`src/include/frontend_cfg.svh`:
```
// front end configuration: datapath widths, credit depth and register map
`ifndef FRONTEND_CFG_SVH
`define FRONTEND_CFG_SVH

//////////////////////////////
// datapath
//////////////////////////////

// address and data width of the core
`define FE_XLEN 32
// one fetch block holds two instructions
`define FE_FETCH_W 64

//////////////////////////////
// flow control and registers
//////////////////////////////

// downstream slots, must be 2 or more
`define FE_CREDIT_MAX 4

`define FE_CFG_BOOT 2'd0
`define FE_CFG_CTRL 2'd1
`define FE_CFG_COUNT 2'd2

`endif

```
`src/verilog/frontend_pkg.sv`:
```
// shared types of the dual issue front end: opcode and ALU enums, packet and redirect structs
`include "frontend_cfg.svh"

package frontend_pkg;

	//////////////////////////////
	// decode enums
	//////////////////////////////

	// major class, from bits 6..0 of the instruction
	typedef enum logic [3:0] {
		OP      = 4'd0,
		OP_IMM  = 4'd1,
		LOAD    = 4'd2,
		STORE   = 4'd3,
		BRANCH  = 4'd4,
		JAL     = 4'd5,
		JALR    = 4'd6,
		LUI     = 4'd7,
		AUIPC   = 4'd8,
		SYSTEM  = 4'd9,
		ILLEGAL = 4'd10
	} opcode_class_e;

	// ALU operation, ADD for anything that is not OP or OP_IMM
	typedef enum logic [3:0] {
		ADD  = 4'd0,
		SUB  = 4'd1,
		SLL  = 4'd2,
		SLT  = 4'd3,
		SLTU = 4'd4,
		XOR  = 4'd5,
		SRL  = 4'd6,
		SRA  = 4'd7,
		OR   = 4'd8,
		AND  = 4'd9
	} alu_func_e;

	//////////////////////////////
	// pipeline structs
	//////////////////////////////

	// one decoded instruction on its way to rename
	typedef struct packed {
		logic                valid;
		logic [`FE_XLEN-1:0] pc;
		logic [31:0]         inst;
		opcode_class_e       opcode_class;
		alu_func_e           alu_func;
		logic [4:0]          dest_reg;
		logic [4:0]          src1_reg;
		logic [4:0]          src2_reg;
		logic                src1_needed;
		logic                src2_needed;
		logic                illegal;
	} dispatch_packet_t;

	// pc steering request, squash from the ROB or a restart
	typedef struct packed {
		logic                valid;
		logic [`FE_XLEN-1:0] target;
	} redirect_t;

endpackage

```
`src/verilog/inst_decoder.sv`:
```
// RV32I decoder that turns one instruction word into dispatch packet fields
module inst_decoder (
	input  logic [31:0]                 inst,
	output frontend_pkg::opcode_class_e opcode_class,
	output frontend_pkg::alu_func_e     alu_func,
	output logic [4:0]                  dest_reg,
	output logic [4:0]                  src1_reg,
	output logic [4:0]                  src2_reg,
	output logic                        src1_needed,
	output logic                        src2_needed,
	output logic                        illegal
);
	import frontend_pkg::*;

	// base opcodes of RV32I
	localparam logic [6:0] OPC_OP     = 7'b0110011;
	localparam logic [6:0] OPC_OP_IMM = 7'b0010011;
	localparam logic [6:0] OPC_LOAD   = 7'b0000011;
	localparam logic [6:0] OPC_STORE  = 7'b0100011;
	localparam logic [6:0] OPC_BRANCH = 7'b1100011;
	localparam logic [6:0] OPC_JAL    = 7'b1101111;
	localparam logic [6:0] OPC_JALR   = 7'b1100111;
	localparam logic [6:0] OPC_LUI    = 7'b0110111;
	localparam logic [6:0] OPC_AUIPC  = 7'b0010111;
	localparam logic [6:0] OPC_SYSTEM = 7'b1110011;

	logic [6:0] opcode;
	logic [2:0] funct3;
	logic       funct7_alt;
	logic [4:0] rd;
	logic [4:0] rs1;
	logic [4:0] rs2;
	logic       writes_rd;

	assign opcode     = inst[6:0];
	assign rd         = inst[11:7];
	assign funct3     = inst[14:12];
	assign rs1        = inst[19:15];
	assign rs2        = inst[24:20];
	// bit 30 picks SUB and SRA
	assign funct7_alt = inst[30];

	//////////////////////////////
	// opcode class
	//////////////////////////////

	always_comb begin
		if (opcode[1:0] != 2'b11) begin
			// 16-bit encodings are not supported
			opcode_class = ILLEGAL;
		end else begin
			case (opcode)
				OPC_OP:     opcode_class = OP;
				OPC_OP_IMM: opcode_class = OP_IMM;
				OPC_LOAD:   opcode_class = LOAD;
				OPC_STORE:  opcode_class = STORE;
				OPC_BRANCH: opcode_class = BRANCH;
				OPC_JAL:    opcode_class = JAL;
				OPC_JALR:   opcode_class = JALR;
				OPC_LUI:    opcode_class = LUI;
				OPC_AUIPC:  opcode_class = AUIPC;
				OPC_SYSTEM: opcode_class = SYSTEM;
				default:    opcode_class = ILLEGAL;
			endcase
		end
	end

	assign illegal = (opcode_class == ILLEGAL);

	//////////////////////////////
	// ALU function
	//////////////////////////////

	always_comb begin
		alu_func = ADD;
		if (opcode_class == OP || opcode_class == OP_IMM) begin
			case (funct3)
				// immediate forms have no subtract
				3'b000:  alu_func = (opcode_class == OP && funct7_alt) ? SUB : ADD;
				3'b001:  alu_func = SLL;
				3'b010:  alu_func = SLT;
				3'b011:  alu_func = SLTU;
				3'b100:  alu_func = XOR;
				3'b101:  alu_func = funct7_alt ? SRA : SRL;
				3'b110:  alu_func = OR;
				default: alu_func = AND;
			endcase
		end
	end

	//////////////////////////////
	// register usage
	//////////////////////////////

	// SYSTEM is only recognized here, it produces no result
	always_comb begin
		case (opcode_class)
			OP, OP_IMM, LOAD, JAL, JALR, LUI, AUIPC: writes_rd = 1'b1;
			default:                                 writes_rd = 1'b0;
		endcase
	end

	always_comb begin
		case (opcode_class)
			LUI, AUIPC, JAL: src1_needed = 1'b0;
			default:         src1_needed = 1'b1;
		endcase
	end

	always_comb begin
		case (opcode_class)
			OP, STORE, BRANCH: src2_needed = 1'b1;
			default:           src2_needed = 1'b0;
		endcase
	end

	// unused indices go out as x0 so rename sees no false dependency
	assign dest_reg = writes_rd ? rd : 5'd0;
	assign src1_reg = src1_needed ? rs1 : 5'd0;
	assign src2_reg = src2_needed ? rs2 : 5'd0;

endmodule

```
`src/verilog/fetch_dispatch.sv`:
```
// fetch and dispatch unit holding the program counter, word selection, credit count and packets
`include "frontend_cfg.svh"

module fetch_dispatch (
	input  logic                           clock,
	input  logic                           reset,
	input  logic                           fetch_enable,
	input  frontend_pkg::redirect_t        restart,
	input  frontend_pkg::redirect_t        redirect,
	input  logic [1:0]                     credit_return,
	output logic [`FE_XLEN-1:0]            imem_addr,
	input  logic [`FE_FETCH_W-1:0]         imem_data,
	input  logic                           imem_valid,
	output frontend_pkg::dispatch_packet_t dispatch_0,
	output frontend_pkg::dispatch_packet_t dispatch_1,
	output logic [1:0]                     dispatch_count_inc
);
	import frontend_pkg::*;

	localparam int CREDIT_W = $clog2(`FE_CREDIT_MAX + 1);
	localparam int SUM_W    = CREDIT_W + 1;
	localparam logic [CREDIT_W-1:0] CREDIT_FULL = CREDIT_W'(`FE_CREDIT_MAX);

	logic [`FE_XLEN-1:0]  pc;
	logic [`FE_XLEN-1:0]  pc_plus_4;
	logic [`FE_XLEN-1:0]  pc_plus_8;
	logic [`FE_XLEN-1:0]  pc_next;
	logic [CREDIT_W-1:0]  credits;
	logic [SUM_W-1:0]     credits_sum;
	logic [CREDIT_W-1:0]  credits_next;
	logic [31:0]          word_0;
	logic [31:0]          word_1;
	logic                 squash;
	logic                 take_0;
	logic                 take_1;
	dispatch_packet_t     pkt_0;
	dispatch_packet_t     pkt_1;

	//////////////////////////////
	// fetch address and words
	//////////////////////////////

	assign imem_addr = {pc[`FE_XLEN-1:3], 3'b000};
	assign pc_plus_4 = pc + `FE_XLEN'(4);
	assign pc_plus_8 = pc + `FE_XLEN'(8);

	// unaligned pc starts in the upper half of the block
	assign word_0 = pc[2] ? imem_data[63:32] : imem_data[31:0];
	assign word_1 = imem_data[63:32];

	//////////////////////////////
	// slot selection
	//////////////////////////////

	assign squash = redirect.valid || restart.valid;
	assign take_0 = !squash && fetch_enable && imem_valid && (credits != '0);
	// second slot needs an aligned pc and a second credit
	assign take_1 = take_0 && !pc[2] && (credits >= CREDIT_W'(2));

	assign dispatch_count_inc = {take_1, take_0 && !take_1};

	// external squash wins over a restart from software
	always_comb begin
		if (redirect.valid) begin
			pc_next = redirect.target;
		end else if (restart.valid) begin
			pc_next = restart.target;
		end else if (take_1) begin
			pc_next = pc_plus_8;
		end else if (take_0) begin
			pc_next = pc_plus_4;
		end else begin
			pc_next = pc;
		end
	end

	// returns and consumptions land on the same edge
	assign credits_sum = {1'b0, credits} + SUM_W'(credit_return) - SUM_W'(dispatch_count_inc);
	assign credits_next = (credits_sum > SUM_W'(`FE_CREDIT_MAX)) ? CREDIT_FULL
	                                                             : credits_sum[CREDIT_W-1:0];

	always_ff @(posedge clock) begin
		if (reset) begin
			pc      <= '0;
			credits <= CREDIT_FULL;
		end else begin
			pc      <= pc_next;
			credits <= credits_next;
		end
	end

	//////////////////////////////
	// decode and packets
	//////////////////////////////

	inst_decoder u_decoder_0 (
		.inst         (word_0),
		.opcode_class (pkt_0.opcode_class),
		.alu_func     (pkt_0.alu_func),
		.dest_reg     (pkt_0.dest_reg),
		.src1_reg     (pkt_0.src1_reg),
		.src2_reg     (pkt_0.src2_reg),
		.src1_needed  (pkt_0.src1_needed),
		.src2_needed  (pkt_0.src2_needed),
		.illegal      (pkt_0.illegal)
	);

	inst_decoder u_decoder_1 (
		.inst         (word_1),
		.opcode_class (pkt_1.opcode_class),
		.alu_func     (pkt_1.alu_func),
		.dest_reg     (pkt_1.dest_reg),
		.src1_reg     (pkt_1.src1_reg),
		.src2_reg     (pkt_1.src2_reg),
		.src1_needed  (pkt_1.src1_needed),
		.src2_needed  (pkt_1.src2_needed),
		.illegal      (pkt_1.illegal)
	);

	assign pkt_0.valid = take_0;
	assign pkt_0.pc    = pc;
	assign pkt_0.inst  = word_0;
	assign pkt_1.valid = take_1;
	assign pkt_1.pc    = pc_plus_4;
	assign pkt_1.inst  = word_1;

	// packets reach rename one cycle after their fetch
	always_ff @(posedge clock) begin
		dispatch_0 <= pkt_0;
		dispatch_1 <= pkt_1;
		if (reset) begin
			dispatch_0.valid <= 1'b0;
			dispatch_1.valid <= 1'b0;
		end
	end

endmodule

```
`src/verilog/frontend_csr.sv`:
```
// configuration block: boot address, fetch enable, restart pulse and dispatched instruction count
`include "frontend_cfg.svh"

module frontend_csr (
	input  logic                    clock,
	input  logic                    reset,
	input  logic                    cfg_write,
	input  logic [1:0]              cfg_addr,
	input  logic [`FE_XLEN-1:0]     cfg_wdata,
	output logic [`FE_XLEN-1:0]     cfg_rdata,
	input  logic [1:0]              dispatch_count_inc,
	output logic                    fetch_enable,
	output frontend_pkg::redirect_t restart
);
	logic [`FE_XLEN-1:0] boot_addr;
	logic [`FE_XLEN-1:0] dispatch_count;
	logic                restart_pending;
	logic                write_boot;
	logic                write_ctrl;
	logic                write_count;

	assign write_boot  = cfg_write && (cfg_addr == `FE_CFG_BOOT);
	assign write_ctrl  = cfg_write && (cfg_addr == `FE_CFG_CTRL);
	assign write_count = cfg_write && (cfg_addr == `FE_CFG_COUNT);

	//////////////////////////////
	// registers
	//////////////////////////////

	always_ff @(posedge clock) begin
		if (reset) begin
			boot_addr       <= '0;
			fetch_enable    <= 1'b0;
			restart_pending <= 1'b0;
			dispatch_count  <= '0;
		end else begin
			// one cycle pulse after every boot write
			restart_pending <= write_boot;
			if (write_boot) begin
				boot_addr <= cfg_wdata;
			end
			if (write_ctrl) begin
				fetch_enable <= cfg_wdata[0];
			end
			// clearing beats this cycle's increment
			if (write_count) begin
				dispatch_count <= '0;
			end else begin
				dispatch_count <= dispatch_count + `FE_XLEN'(dispatch_count_inc);
			end
		end
	end

	assign restart.valid  = restart_pending;
	assign restart.target = boot_addr;

	always_comb begin
		case (cfg_addr)
			`FE_CFG_BOOT:  cfg_rdata = boot_addr;
			`FE_CFG_CTRL:  cfg_rdata = {{(`FE_XLEN-1){1'b0}}, fetch_enable};
			`FE_CFG_COUNT: cfg_rdata = dispatch_count;
			default:       cfg_rdata = '0;
		endcase
	end

endmodule

```
`src/verilog/frontend_top.sv`:
```
// front end top level joining the configuration block and the fetch/dispatch unit
`include "frontend_cfg.svh"

module frontend_top (
	input  logic                           clock,
	input  logic                           reset,
	output logic [`FE_XLEN-1:0]            imem_addr,
	input  logic [`FE_FETCH_W-1:0]         imem_data,
	input  logic                           imem_valid,
	input  frontend_pkg::redirect_t        redirect,
	input  logic [1:0]                     credit_return,
	output frontend_pkg::dispatch_packet_t dispatch_0,
	output frontend_pkg::dispatch_packet_t dispatch_1,
	input  logic                           cfg_write,
	input  logic [1:0]                     cfg_addr,
	input  logic [`FE_XLEN-1:0]            cfg_wdata,
	output logic [`FE_XLEN-1:0]            cfg_rdata
);
	import frontend_pkg::*;

	// control from the configuration block
	logic      fetch_enable;
	redirect_t restart;
	// per-cycle dispatch count back to the counter
	logic [1:0] dispatch_count_inc;

	frontend_csr u_frontend_csr (
		.clock              (clock),
		.reset              (reset),
		.cfg_write          (cfg_write),
		.cfg_addr           (cfg_addr),
		.cfg_wdata          (cfg_wdata),
		.cfg_rdata          (cfg_rdata),
		.dispatch_count_inc (dispatch_count_inc),
		.fetch_enable       (fetch_enable),
		.restart            (restart)
	);

	fetch_dispatch u_fetch_dispatch (
		.clock              (clock),
		.reset              (reset),
		.fetch_enable       (fetch_enable),
		.restart            (restart),
		.redirect           (redirect),
		.credit_return      (credit_return),
		.imem_addr          (imem_addr),
		.imem_data          (imem_data),
		.imem_valid         (imem_valid),
		.dispatch_0         (dispatch_0),
		.dispatch_1         (dispatch_1),
		.dispatch_count_inc (dispatch_count_inc)
	);

endmodule

```
`config.mk`:
```
export PLATFORM = sky130hd
export DESIGN_NAME = frontend_top
export DESIGN_NICKNAME = d
export VERILOG_FILES = /design/src/verilog/frontend_pkg.sv /design/src/verilog/inst_decoder.sv /design/src/verilog/fetch_dispatch.sv /design/src/verilog/frontend_csr.sv /design/src/verilog/frontend_top.sv
export VERILOG_INCLUDE_DIRS = /design/src /design/src/include
export SDC_FILE = /design/constraint.sdc
export NUM_CORES = 1
export LEC_CHECK = 0
export BUFFER_PORTS_ARGS = -buffer_cell sky130_fd_sc_hd__buf_2
export CORE_ASPECT_RATIO = 1.5
export CORE_MARGIN = 1
export CORE_UTILIZATION = 40
export DETAILED_ROUTE_END_ITERATION = 16
export GPL_TIMING_DRIVEN = 0
export PLACE_DENSITY = 0.66
export SKIP_LAST_GASP = 1
export SYNTH_ARGS = -nofsm -noshare
export SYNTH_HDL_FRONTEND = slang
export SYNTH_SLANG_ARGS = --single-unit
```
`constraint.sdc`:
```
create_clock -name clock -period 3.5 [get_ports clock]
set_input_delay 0.35 -clock clock [delete_from_list [all_inputs] [get_ports clock]]
set_output_delay 0.35 -clock clock [all_outputs]
set_load 0.005 [all_outputs]
```
==> results.cfg, run 1 <==
[timing]
fin_crit_ns = 3.43
setup_tns_ns = 0
hold_ws_ns = 0.0186
worst_pin_slew_ns = 1.22
fin_crit_sh_pct = 98.1
finalSetupViolCount = 0
worst_slack_ns = 0.0669
hold_viol = 0
maxSlewViolCount = 0
rsz0062_at_grt = no
slew_headroom_pct = 17.8
fmax_ghz = 0.291
clock_skew_ns = 0.0188

[logic_synthesis]
synth_fa_ha_area_share_pct = 1.41
async_reset_ff_share_pct = 0
synth-seq-area-share_pct = 49.4
synth_top_family_by_area = simple AND/OR/NAND/NOR gates
synthMuxAreaShare_pct = 6.18
netlist_area_mm2 = 0.0114
synth_ff_type = dfxtp_1
synth_cell_type_count = 71
syn_avg_cell_area_um2 = 8.97
syn_inst = 1271
synth-xor-area-share_pct = 4.53
yosys_register_bits = 281
synth_edf_count = 0
synth-compound-area-share_pct = 12.9
synthSimpleGateAreaFrac_pct = 19.3
ys_warn_count = 0

[finish]
fin_util_pct = 53.8
area_delta_synth_final_pct = 32.0
final_cell_area_mm2 = 0.0150
nets = 1861
fill_cells = 2687
drive_gt1_share_pct = 30.4
stdcell_count = 2085

[power_and_ir_drop]
netSwitchingPower_mw = 1.94
power.share.combinational_pct = 12.8
power.density_mw_per_mm2 = 497
p_int_mw = 5.55
vdd.ir_drop.worst_mv = 0.322
p_leak_nw = 6.77
p_total_mw = 7.48
swShare_pct = 25.9
seq_power_share_pct = 46.6
clkPwrFrac_pct = 40.5

[clock_network]
cts.clk_slew.worst_paths_ns = 0.07
cts_buffers = 27
clock-root-buffer = clkbuf_16
cts_buffer_depth = 3
cts_tree = done
clk_latency_ns = 0.56
cts.sinks = 281
cts_max_level = 1

[route]
drt-pass1-iter-count = 5
met2_length_mm = 20.9
routed.top_layer = met5
drtIter0Drc = 796
num_vias = 11000
viasPerCell = 5.27
wl_met1_mm = 15.0
drc = 0
drt_wl_total_mm = 42.1
wl_per_cell_um = 20.2
met3WireLength_mm = 3.75
ant_nets = 0

[floorplan]
dieArea_mm2 = 0.0292
die_w_um = 140
std_cell_rows = 75
io_pins = 383
coreArea_mm2 = 0.0280
start_util_pct = 40.8
chipHeight_um = 209

[placed_design]
port_buffers = 375
place_area_mm2 = 0.0137
place.detailed.hpwl_mm = 33.6
globalplace.congestion = 0.964
dp_cells = 1995
dp_worst_setup_slack_ns = -1.44

[grt]
grt_overflow_total = 0
antenna_found_initial = 13
grt_first_pass_wirelength_mm = 62.0
grt_use_total_pct = 28.2
grt_max_degree = 16
grt_pass1_vias = 10600

[critical_path]
critical_path_required_ns = 3.93
crit_path_end = u_fetch_dispatch.credits[2]$_SDFF_PP1_
critPathMaxFanout = 10
critical_path_arrival_ns = 3.86
cp_cell_sequence = buf_2, nand4bb_1, buf_2, nor2_2, inv_2, fa_1, inv_1, fa_1, nand2b_1, a21oi_1, nand2_1, or2_2
timing.critical_path.from = u_frontend_csr.restart_pending$_SDFF_PP0_
timing.rr.start = u_frontend_csr.restart_pending$_SDFF_PP0_
path_class = reg -> reg
max_stage_delay_ns = 0.57
r2r_cells = 12
reg2reg_to = u_fetch_dispatch.credits[2]$_SDFF_PP1_
worstSetupEndpointType = flip-flop
start_kind = flip-flop
slowest_stage = fa_1
r2r_slack_ns = 0.07

[outcome]
status = finished, final reports clean

[worst_hold_path]
min_from = imem_data[29]
holdCritPathClass = in -> reg

[flow_run]
drv_cap = 0
==> cell families (layout without fill, tap and decap cells) <==
kind of cell    Yosys count  count (layout)
xor+xnor                 59              59
flops                   281             281
mux                      67              67
other cells               1               9
buf+inv                 152             612
simple gates            462             462
fa+ha+maj                11              11
compound gates          238             238
==> metal layers <==
layer / up-vias / track usage (%)
met5: - / 0
met4: 14 / 15.5
met3: 139 / 6.65
met2: 575 / 51.1
met1: 5053 / 29.7
li1: 5211 / -
==> worst max-delay path: cells and delay by family (launching register included) <==
family                   cells  cell delay (ns)
AO/OA/AOI/OAI                1             0.18
adder cells (fa/ha/maj)      2             1.13
buffers and inverters        4             0.68
flip-flops                   1             0.29
AND/OR/NAND/NOR              5             1.02
==> cell usage in the layout (no fill, tap or decap), types with 13 or more instances in the layout <==
| cell | n |
|---|---|
| nor2_1 | 127 |
| dfxtp_1 | 281 |
| nand3_1 | 30 |
| and2_1 | 15 |
| nor3_1 | 31 |
| clkbuf_16 | 27 |
| nand2_1 | 146 |
| or3_1 | 13 |
| mux2_2 | 24 |
| nor2b_1 | 23 |
| nand4_1 | 22 |
| buf_2 | 389 |
| mux2i_1 | 42 |
| inv_1 | 36 |
| xnor2_1 | 24 |
| buf_4 | 42 |
| a21oi_1 | 101 |
| xor2_1 | 35 |
| dlygate4sd3_1 | 30 |
| clkbuf_1 | 50 |
| o21ai_0 | 44 |
==> final cells by class <==
cell class	count	area (um2)	share of cell area (%)
Sequential cell	281	5630	37.4
Tap cell	346	433	2.88
Multi-Input combinational cell	840	5090	33.8
Clock inverter	10	121	0.807
Timing Repair Buffer	411	2230	14.8
Buffer	112	589	3.92
Antenna cell	6	15.0	0.0998
Clock buffer	39	801	5.32
Inverter	40	150	0.998
==> registers in the layout (all words and copies together), names as in the netlist <==
name	flops
u_fetch_dispatch.credits	3
u_fetch_dispatch.dispatch_0	91
u_fetch_dispatch.dispatch_1	89
u_fetch_dispatch.pc	32
u_frontend_csr.boot_addr	32
u_frontend_csr.dispatch_count	32
u_frontend_csr.fetch_enable	1
u_frontend_csr.restart_pending	1
==> worst min-delay path by stage <==
stage	to	slack [ns]	cells past startpoint
2_1_floorplan	u_fetch_dispatch.dispatch_0[58]$_DFF_P_	0.33	0
3_3_place_gp	u_fetch_dispatch.dispatch_0[59]$_DFF_P_	0.35	0
3_5_place_dp	u_fetch_dispatch.dispatch_0[59]$_DFF_P_	0.35	0
4_1_cts	u_fetch_dispatch.dispatch_0[54]$_DFF_P_	0.0002	2
5_1_grt	u_fetch_dispatch.dispatch_1[28]$_DFF_P_	0.01	1
6_report	u_fetch_dispatch.dispatch_0[55]$_DFF_P_	0.02	2
==> Yosys cell counts (31+ instances only) <==
master	n	area (um2)
inv_1	36	135
clkbuf_1	48	180
mux2i_1	42	420
a21oi_1	101	505
nand2_1	146	548
nor3_1	31	155
nor2_1	128	480
o21ai_0	44	220
nand3_1	31	155
dfxtp_1	281	5630
buf_4	35	263
xor2_1	35	307
==> power groups by stage <==
stage               clock network (mW)  logic (mW)  registers [mW]
finish                            3.03       0.961            3.49
global route                      3.20        1.05            3.50
CTS                               3.09       0.956            3.49
detailed placement                   0       0.920            3.56
global placement                     0       0.912            3.56
floorplan                            0       0.502            3.53
==> what timing repair did <==
item	4_1_cts	5_1_grt
hold endpoints to repair	30	0
pin swaps	1	1
hold buffers	30	0
gates resized for setup	11	5
buffers inserted	3	2
setup endpoints to repair	31	12
Note: power is estimated with default switching activity, not from simulation.
==> run 2: changes to the inputs <==
--- a/config.mk
+++ b/config.mk
@@ -6,6 +6,7 @@
 export SDC_FILE = /design/constraint.sdc
 export NUM_CORES = 1
 export LEC_CHECK = 0
+export ABC_AREA = 1
 export BUFFER_PORTS_ARGS = -buffer_cell sky130_fd_sc_hd__buf_2
 export CORE_ASPECT_RATIO = 1.5
 export CORE_MARGIN = 1
@@ -13,6 +14,7 @@
 export DETAILED_ROUTE_END_ITERATION = 16
 export GPL_TIMING_DRIVEN = 0
 export PLACE_DENSITY = 0.66
+export SKIP_CTS_REPAIR_TIMING = 1
 export SKIP_LAST_GASP = 1
 export SYNTH_ARGS = -nofsm -noshare
 export SYNTH_HDL_FRONTEND = slang
==> results.cfg, run 2 <==
[logic_synthesis]
synth-seq-area-share_pct = 48.6
syn_inst = 1508
netlist_area_mm2 = 0.0116
synth_common_cells = nand2_1 (310), dfxtp_1 (281), inv_1 (182)
yosysTopAreaCell = dfxtp_1
async_reset_ff_share_pct = 0
synth_cell_type_count = 50
yosys_register_bits = 281
synth_edf_count = 0
ys_warn_count = 0
synthDominantCellAreaShare_pct = 48.6
synth_most_common_cell = nand2_1
synthTopCellsByArea = dfxtp_1 (49%), nand2_1 (10%), inv_1 (5.9%), nor2_1 (5.1%), o21ai_0 (4.3%)
syn_avg_cell_area_um2 = 7.68
synth_ff_type = dfxtp_1

[power_and_ir_drop]
p_total_mw = 7.51
seq_power_share_pct = 47.0
power.share.combinational_pct = 13.4
p_leak_nw = 7.15
swShare_pct = 26.3
vdd.ir_drop.worst_mv = 0.224
clkPwrFrac_pct = 39.6
p_int_mw = 5.54
power.density_mw_per_mm2 = 494
netSwitchingPower_mw = 1.97

[grt]
grt_pass1_vias = 11100
grt_use_total_pct = 27.3
grt_max_degree = 16
antenna_found_initial = 3
grt_overflow_total = 0
grt_first_pass_wirelength_mm = 61.0

[finish]
nets = 2096
layout_common_cells = buf_2 (391), nand2_1 (308), dfxtp_1 (281)
area_delta_synth_final_pct = 31.3
final_common_cell = buf_2
fill_cells = 2742
seq_area_mm2 = 0.00563
multi_input_area_mm2 = 0.00480
fin_util_pct = 53.8
drive_gt1_share_pct = 26.9
largest_reg_flops = 91
regMostFlops = u_fetch_dispatch.dispatch_0
reg.largest.list = u_fetch_dispatch.dispatch_0 x91, u_fetch_dispatch.dispatch_1 x89

[floorplan]
io_pins = 383
start_util_pct = 41.0
die_w_um = 141
dieArea_mm2 = 0.0296
chipHeight_um = 210
std_cell_rows = 75
coreArea_mm2 = 0.0282

[route]
met2_length_mm = 22.4
met3WireLength_mm = 2.77
ant_nets = 0
routed.top_layer = met5
wl_per_cell_um = 17.7
drt_wl_total_mm = 41.7
drc = 0
num_vias = 11700
drtIter0Drc = 658
drt-pass1-iter-count = 5
viasPerCell = 4.96
wl_met1_mm = 14.3

[flow_run]
drv_cap = 0

[clock_network]
clk_latency_ns = 0.55
cts_buffer_depth = 3
cts_max_level = 1
cts_buffers = 26
cts.clk_slew.worst_paths_ns = 0.07
cts_tree = done
cts.sinks = 281
clock-root-buffer = clkbuf_16

[placed_design]
place.detailed.hpwl_mm = 33.5
dp_worst_setup_slack_ns = -0.0969
globalplace.congestion = 0.999
port_buffers = 378

[critical_path]
max_stage_delay_ns = 0.39
crit_family = simple AND/OR/NAND/NOR gates
critical_path_arrival_ns = 3.74
critPathBufInv = 3
critPathMaxFanout = 6
path_class = reg -> reg
start_kind = flip-flop
cp_cell_sequence = nor2_1, inv_2, nor2_1, nand2_2, nor2_4, ha_1, inv_1, fa_1, inv_1, nand3_2, nor2_2, nand2_2, nor2_4, nand2_1, nor2_1, nand3_1, o21ai_1, nor3b_1
slowest_stage = fa_1
worstSetupEndpointType = flip-flop
cpMostUsedCell = nor2_1
critical_path_required_ns = 3.97

[timing]
hold_ws_ns = 0.00229
rsz0062_at_grt = no
hold_viol = 0
fmax_ghz = 0.305
fin_crit_sh_pct = 93.6
slew_headroom_pct = 52.2
clock_skew_ns = 0.0106
fin_crit_ns = 3.28
worst_pin_slew_ns = 0.716
finalSetupViolCount = 0
worst_slack_ns = 0.224
maxSlewViolCount = 0

[outcome]
status = finished, final reports clean

[worst_hold_path]
holdCritPathClass = in -> reg
==> run 2: stage by stage <==
| stage | setup TNS [ns] | area, um2 | instances |
|---|---|---|---|
| 2_1_floorplan | 0 | 11600 | 1510 |
| 3_3_place_gp | -0.518 | 14000 | 2273 |
| 3_5_place_dp | -0.377 | 14000 | 2273 |
| 4_1_cts | -0.325 | 14900 | 2320 |
| 5_1_grt | 0 | 15200 | 2354 |
| 6_report | 0 | 15200 | 2354 |
==> run 2: final timing paths <==
| path | from | endpoint | slack (ns) | cells after the start |
|---|---|---|---|---|
| setup reg to reg | u_frontend_csr.restart_pending$_SDFF_PP0_ | u_frontend_csr.dispatch_count[24]$_SDFF_PP0_ | 0.22 | 18 |
| hold reg to reg | u_fetch_dispatch.pc[15]$_SDFFE_PP0P_ | u_fetch_dispatch.dispatch_0[73]$_DFF_P_ | 0.38 | 0 |
| hold / removal | imem_data[31] | u_fetch_dispatch.dispatch_0[57]$_DFF_P_ | 0.002 | 3 |
| setup / recovery | u_frontend_csr.restart_pending$_SDFF_PP0_ | u_frontend_csr.dispatch_count[24]$_SDFF_PP0_ | 0.22 | 18 |
==> run 2: power groups by stage <==
stage	Sequential, mW	Clock (mW)	Combinational, mW
after floorplan	3.58	0	0.503
after global placement	3.59	0	0.954
after detailed placement	3.60	0	0.964
after CTS	3.53	3.02	0.969
after global routing	3.55	3.12	1.11
final	3.53	2.98	1.00
==> run 2: area by class of cell <==
type	count	share of cell area, %
multi-input combinational	957	31.6
inverter	189	4.67
tap	385	3.17
buffer	83	3.08
clock inverter	9	0.749
clock buffer	38	5.18
antenna	2	0.0329
sequential	281	37.0
timing repair buffer	410	14.5
==> run 2: kinds of logic (layout without fill, tap and decap cells) <==
| family | after synthesis | in the layout | share of synthesized area [%] |
|---|---|---|---|
| AOI/OAI and AO/OA | 253 | 253 | 12.3 |
| xor gates and xnor gates | 35 | 35 | 2.78 |
| adders and majority gates | 11 | 11 | 1.38 |
| buffers and inverters | 272 | 729 | 10.1 |
| DFF | 281 | 281 | 48.6 |
| other | 1 | 5 | 0.0324 |
| and+or+nand+nor | 655 | 655 | 24.8 |
==> run 2: worst reg2reg max path: cells and delay by family (launching register included) <==
family	cells	cell delay, ns
buffers and inverters	3	0.29
adder cells (fa/ha/maj)	2	0.62
AND/OR/NAND/NOR	12	1.80
AO/OA/AOI/OAI	1	0.17
flip-flops	1	0.34
==> run 2: per-layer routing <==
layer  global-route usage, %  vias up
li1                        -     5710
met4                    15.3        2
met2                    53.6      562
met5                       0        -
met1                    26.9     5267
met3                    3.91      124
